<file path="src/hdl/cnn_pkg.sv">
// shared sizes, fixed-point types and layer constants, imported by every RTL module and the testbench
`default_nettype none

package cnn_pkg;

    localparam int IMG_WIDTH     = 8;
    localparam int IMG_HEIGHT    = 8;
    localparam int KERNEL_SIZE   = 3;
    localparam int CONV_WIDTH    = IMG_WIDTH - 2;
    localparam int CONV_HEIGHT   = IMG_HEIGHT - 2;
    localparam int POOL_SIZE     = 2;
    localparam int POOL_WIDTH    = CONV_WIDTH / POOL_SIZE;
    localparam int POOL_HEIGHT   = CONV_HEIGHT / POOL_SIZE;
    localparam int CONV_CHANNELS = 2;
    localparam int VALUE_BITS    = 18;
    localparam int FRAC_BITS     = 12;

    typedef logic signed [VALUE_BITS-1:0]   value_t;
    typedef logic signed [17:0]             weight_t;
    typedef logic signed [39:0]             acc_t;
    // nine pooled maxima per image need four extra bits
    typedef logic signed [VALUE_BITS+3:0]   sum_t;

    localparam value_t VALUE_MAX = {1'b0, {(VALUE_BITS-1){1'b1}}};

    // first-layer kernels 0 and 2 of the trained network
    localparam weight_t CONV_WEIGHTS [CONV_CHANNELS][KERNEL_SIZE][KERNEL_SIZE] = '{
        '{
            '{-18'sd10174, -18'sd104150, -18'sd91946},
            '{ 18'sd48411, -18'sd40553,  -18'sd15014},
            '{ 18'sd44825,  18'sd112022,  18'sd81093}
        },
        '{
            '{ 18'sd55276,  18'sd45645,   18'sd40350},
            '{-18'sd63657,  18'sd40389,   18'sd455},
            '{ 18'sd46677,  18'sd65183,   18'sd111589}
        }
    };

    // added after the product sum is scaled back
    localparam weight_t CONV_BIAS [CONV_CHANNELS] = '{-18'sd5046, -18'sd1722};

endpackage

`default_nettype wire
</file>
<file path="src/hdl/line_window.sv">
// row buffers and counters that turn a pixel stream into a sliding 3x3 window for the conv stage
`timescale 1ns/1ps
`default_nettype none

module line_window import cnn_pkg::*; (
    input  wire          clk,
    input  wire          i_rst,
    input  wire          i_shift,
    input  wire value_t  i_pixel,
    input  wire          i_last,
    output value_t       o_window [KERNEL_SIZE][KERNEL_SIZE],
    output logic         o_window_valid,
    output logic         o_window_last
);

    localparam int COL_BITS = $clog2(IMG_WIDTH);
    localparam int ROW_BITS = $clog2(IMG_HEIGHT);
    localparam logic [COL_BITS-1:0] COL_LAST = COL_BITS'(IMG_WIDTH - 1);

    logic [COL_BITS-1:0] col_cnt;
    logic [ROW_BITS-1:0] row_cnt;

    // two rows above the incoming pixel
    value_t line_top [IMG_WIDTH];
    value_t line_mid [IMG_WIDTH];

    // left columns of the window, the right one comes straight from the buffers
    value_t win [KERNEL_SIZE][KERNEL_SIZE-1];
    value_t new_col [KERNEL_SIZE];

    assign new_col[0] = line_top[col_cnt];
    assign new_col[1] = line_mid[col_cnt];
    assign new_col[2] = i_pixel;

    always_comb begin
        for (int r = 0; r < KERNEL_SIZE; r++) begin
            for (int c = 0; c < KERNEL_SIZE - 1; c++) begin
                o_window[r][c] = win[r][c];
            end
            o_window[r][KERNEL_SIZE-1] = new_col[r];
        end
    end

    assign o_window_valid = i_shift && (col_cnt >= COL_BITS'(KERNEL_SIZE - 1))
                            && (row_cnt >= ROW_BITS'(KERNEL_SIZE - 1));
    assign o_window_last  = o_window_valid && i_last;

    always_ff @(posedge clk) begin
        if (i_shift) begin
            line_top[col_cnt] <= line_mid[col_cnt];
            line_mid[col_cnt] <= i_pixel;
            for (int r = 0; r < KERNEL_SIZE; r++) begin
                for (int c = 0; c < KERNEL_SIZE - 2; c++) begin
                    win[r][c] <= win[r][c+1];
                end
                win[r][KERNEL_SIZE-2] <= new_col[r];
            end
        end
    end

    always_ff @(posedge clk) begin
        if (i_rst) begin
            col_cnt <= '0;
            row_cnt <= '0;
        end else if (i_shift) begin
            if (i_last) begin
                col_cnt <= '0;
                row_cnt <= '0;
            end else if (col_cnt == COL_LAST) begin
                col_cnt <= '0;
                row_cnt <= row_cnt + 1'b1;
            end else begin
                col_cnt <= col_cnt + 1'b1;
            end
        end
    end

endmodule

`default_nettype wire

</file>
<file path="config.mk">
export PLATFORM = sky130hd
export DESIGN_NAME = line_window
export DESIGN_NICKNAME = d
export VERILOG_FILES = /design/src/hdl/cnn_pkg.sv /design/src/hdl/line_window.sv
export SDC_FILE = /design/constraint.sdc
export NUM_CORES = 1
export LEC_CHECK = 0
export ABC_AREA = 1
export BUFFER_PORTS_ARGS = -buffer_cell sky130_fd_sc_hd__clkbuf_2
export CORE_AREA = 10 10 231 233
export DETAILED_ROUTE_END_ITERATION = 8
export DIE_AREA = 0 0 241 243
export MAX_ROUTING_LAYER = met4
export PLACE_DENSITY = 0.6
export SLEW_MARGIN = 20
export SYNTH_ARGS = -nofsm -noshare
export SYNTH_HDL_FRONTEND = slang
export SYNTH_SLANG_ARGS = --single-unit
</file>
<file path="constraint.sdc">
create_clock -name clk -period 3.47 [get_ports clk]
set_input_delay 0.8675 -clock clk [delete_from_list [all_inputs] [get_ports clk]]
set_output_delay 0.8675 -clock clk [all_outputs]
set_load 0.02 [all_outputs]
</file>
---- After elaboration in Yosys (flattened, before gate mapping) ----
Memory sizes are Yosys's and may differ from the RTL's. A register that Yosys moved wholly into a read port is not among the register bits.
Index checks and enable logic that the tools add are counted.
storage, ports and cells
  register bits after elaboration ......... 6
  RAM bits ................................ 396
  bits of input ports ..................... 22
  output and inout bits ................... 164
  logic and storage cells ................. 25
  memories kept ........................... 3
operators by class
  add/subtract/negate cells ............... 2
  $lt $le $gt $ge ......................... 2
  equal/unequal tests ..................... 1
  multiplexer cells ....................... 10
  reduce and logical (&&, ||, !) cells .... 5
memories
  name      depth  bits a word  rd ports  clocked after Yosys merged registers in  write ports  line               text
  line_mid  8      18           1         1                                        1            line_window.sv:25  value_t line_mid [IMG_WIDTH];
  line_top  8      18           1         1                                        1            line_window.sv:24  value_t line_top [IMG_WIDTH];
  win       3      36           3         0                                        3            line_window.sv:28  value_t win [KERNEL_SIZE][KERNEL_SIZE-1];
operators with widths
  kind                                                  count
  two-way mux 3 bit                                     8
  adder 3 x 1 -> 3 bit (second input constant)          2
  >= comparator 3 x 2 -> 1 bit (second input constant)  2
  == test 3 bit (second input constant)                 1
  logical AND 1 bit                                     3
  two-way mux 1 bit                                     2
  AND reduction 2 bit                                   1
  nonzero test 2 bit                                    1

---- Longest topological paths before layout ----
  word-level depth ........................ 5
  mapped depth ............................ 9
  gate-level depth less buffers ........... 8

---- Least setup slack after synthesis ----
No wires, ideal clock.
  kind .................................... input -> register
  start ................................... input port i_shift
  end ..................................... memory line_mid[5][0] (netlist name) (enable)
  library setup time ...................... 429 ps
  arrival time ............................ 2685 ps
  required time ........................... 3041 ps
  slack ................................... 356 ps
  stages on the path ...................... 3
  path buffers ............................ 1
  cells stage by stage .................... clkbuf_2 -> nand2_1 -> nor2_1
between the ends
  cells in the longest elaborated chain, start to end .. 2
ends and longest elaborated chain
  what                                     line               text
  start, declared                          line_window.sv:8   input wire i_shift,
  two-way mux 1 bit                        line_window.sv:49  if (i_shift) begin
  two-way mux 1 bit (implied by the code)  line_window.sv:51  line_mid[col_cnt] <= i_pixel;
  end, declared                            line_window.sv:25
No other way between the ends.

==> metrics.md <==
| Metric | Value |
|---|---|
| Net Count, Synth | 1466 |
| Max_cap viols | 0 |
| Tcrit/Tclk final | 95.2% |
| Post-CTS Setup Repair Bufs | 0 |
| Die width | 241 um |
| Worst Path Max Fanout | 144 |
| DR pass1 iterations | 5 |
| Residual DRC | 0 |
| Post-synth top area cell | edfxtp_1 |
| Cells along the critical path | buf_16, nand2_1, nand3_1, nand2_1, nand2_1, nand2_1, clkbuf_2 |
| First-pass GRT wire length | 56100 um |
| Number of H-tree levels | 2 |
| Min Clock Period, post-route | 3.30 ns |
| Iter 0 DRT Violations | 602 |
| Avg WL per Cell | 16.1 um |
| WL final | 36800 um |
| Mapped Avg Cell Area | 11.4 um2 |
| Pre-CTS WS | 0.744 ns |
| Post-synth EDFFs | 396 |
| Post-synth top area share | 72.8% |
| Status | complete, no violations |
| Clock buffer count from CTS | 45 |
| Vias in the first global route | 9748 |
| CTS max path bufs | 3 |
| Cell with the most instances after synthesis | nand2_1 |
| ANT cells | 0 |
| IO Port Bufs | 185 |
| Die Y-Extent | 243 um |
| Synth top cells by count | nand2_1 (488), edfxtp_1 (396), inv_1 (297) |
| Reg clk slew, reported paths | 0.06 ns |
| Ys flop type | edfxtp_1 |
| Fillers | 4601 |
| Worst Hold Class | reg2reg |
| Final instance area | 19300 um2 |
| Type of origin of the critical path | register |
| Sequential share of the synthesized area | 73.9% |
| Clock insertion delay at the later pin of the skew report | 0.56 ns |
| CP Class | reg2out |
| Starting Density | 33.6% |
| Grt ovf | 0 |
| Placed cell areas | 18000 um2 |
| Data required, critical path | 2.60 ns |
| Pleak | 8.52 nW |
| Remaining antenna violation count after routing | 0 |
| Antenna violations before repair | 1 |
| Layout cell share with drive strength beyond 1 | 17.3% |
| Post-synthesis register bit count | 405 |
| Top post-synthesis cells by area | edfxtp_1 (73%), nand2_1 (11%), inv_1 (6.8%) |
| CTS root buf | clkbuf_16 |
| CTS tree | yes |
| Nets | 1656 |
| Power Total | 11.0 mW |
| Unique cell type count in the Yosys netlist | 19 |
| Final core utilization | 39.8% |
| Clock Skew | 0.0132 ns |
| Hold Path Stages | 0 |
| Slew HR | 41.2% |
| CP dominant cell by count | nand2_1 |
| Core area | 48600 um2 |
| Synth Warn # | 0 |
| Achievable frequency | 303 MHz |
| Synth Cell Area | 16300 um2 |
| Largest net degree at the start of global routing | 145 |
| Routability cong. | 0.741 |
| Num rows | 81 |
| Pwr Density | 570 nW/um2 |
| Final setup margin | 0.168 ns |
| Post-Route Setup TNS | 0 ns |
| Mapped Cells | 1439 |
| Final hold violations | 0 |
| DPL Wire Length | 21300 um |
| Total GRT Usage | 12.7% |
| Die footprint | 58600 um2 |
| CP max stage delay | 0.43 ns |
| P&R area growth vs syn | 18.4% |
| Post-synth ARST share | 0% |
| Final setup violation count | 0 |
| R2R depth | 6 |
| CP Data Arrival Time | 2.43 ns |
| I/O pins | 186 |
| Worst setup EP type | output pin |
| VDD IR-drop max | 0.338 mV |
| Routed vias/inst | 4.35 |
| Clk sinks | 405 |
| Worst slew pin tran | 0.881 ns |
| Crit-path slowest cell | buf_16 |
| Via count | 9941 |
| Final slew viol count | 0 |
[layout make-up]
type / instances / area, um2 / area share, %
clock inverter: 19 / 125 / 0.647
multi-input combinational: 662 / 2780 / 14.4
tap: 622 / 778 / 4.02
clock buffer: 62 / 1240 / 6.42
inverter: 300 / 1130 / 5.83
sequential: 405 / 12100 / 62.4
timing repair buffer: 215 / 1210 / 6.25
[cell usage in the layout (no fill, tap or decap), types with 4 or more instances in the layout]
master	netlist	layout
nand2_1	488	488
edfxtp_1	396	396
inv_1	297	297
clkbuf_2	1	184
nand3_1	146	146
clkbuf_16	0	47
buf_4	26	27
clkbuf_1	6	14
clkinv_1	1	9
nor2_4	0	8
nor2_1	14	6
clkinv_2	0	6
dfxtp_1	9	6
a21oi_1	5	5
ha_1	5	5
inv_6	0	4
[cells by family (layout without fill, tap and decap cells)]
kind of cell	Yosys count	count (layout)	synth area share, %
compound gates	7	7	0.214
fa+ha+maj	5	5	0.383
buf+inv	372	596	9.45
flops	405	405	73.9
simple gates	650	650	16.1
[routing by layer]
| metal | part of all wire (%) | GRT usage (%) |
|---|---|---|
| met5 | 0 | - |
| met4 | 2.6 | 4.51 |
| met1 | 42 | 15.2 |
| met3 | 6.7 | 2.53 |
| met2 | 49 | 21.0 |
[path summary, 6_finish.rpt]
check,slack [ns],startpoint,to
setup / recovery,0.17,register,o_window[57]
hold / removal,0.44,win[1][2],win[1][20]
setup reg to reg,1.46,register,win[1][11]
hold reg to reg,0.44,win[1][2],win[1][20]
[power breakdown]
group          switching, mW  internal, mW  total, mW
logic                  0.702         0.242      0.944
registers             0.0526          5.62       5.67
clock network           1.84          2.58       4.42
total                   2.60          8.43       11.0
[critical path, delay by kind of cell, from the launching register on]
kind	cells	cell delay (ns)
simple gates	5	0.67
flops	1	0.38
buf+inv	2	0.71
[flip-flops by register name, summed over array words and instances (netlist names), named ones only]
signal,count
line_top,144
row_cnt,3
col_cnt,3
win,108
line_mid,144
[stage by stage]
step,hold slack [ns],cells
after floorplan,0.431,1439
after global placement,0.427,2204
after detailed placement,0.434,2204
after CTS,0.448,2285
after global routing,0.455,2285
final,0.443,2285
[timing repair]
| action | in CTS | in global routing |
|---|---|---|
| setup endpoints to repair | 0 | 2 |
| endpoints found under the hold margin | 0 | 0 |
| hold buffers | 0 | 0 |
| gates resized for setup | 0 | 2 |
(Power assumes the default switching activity.)
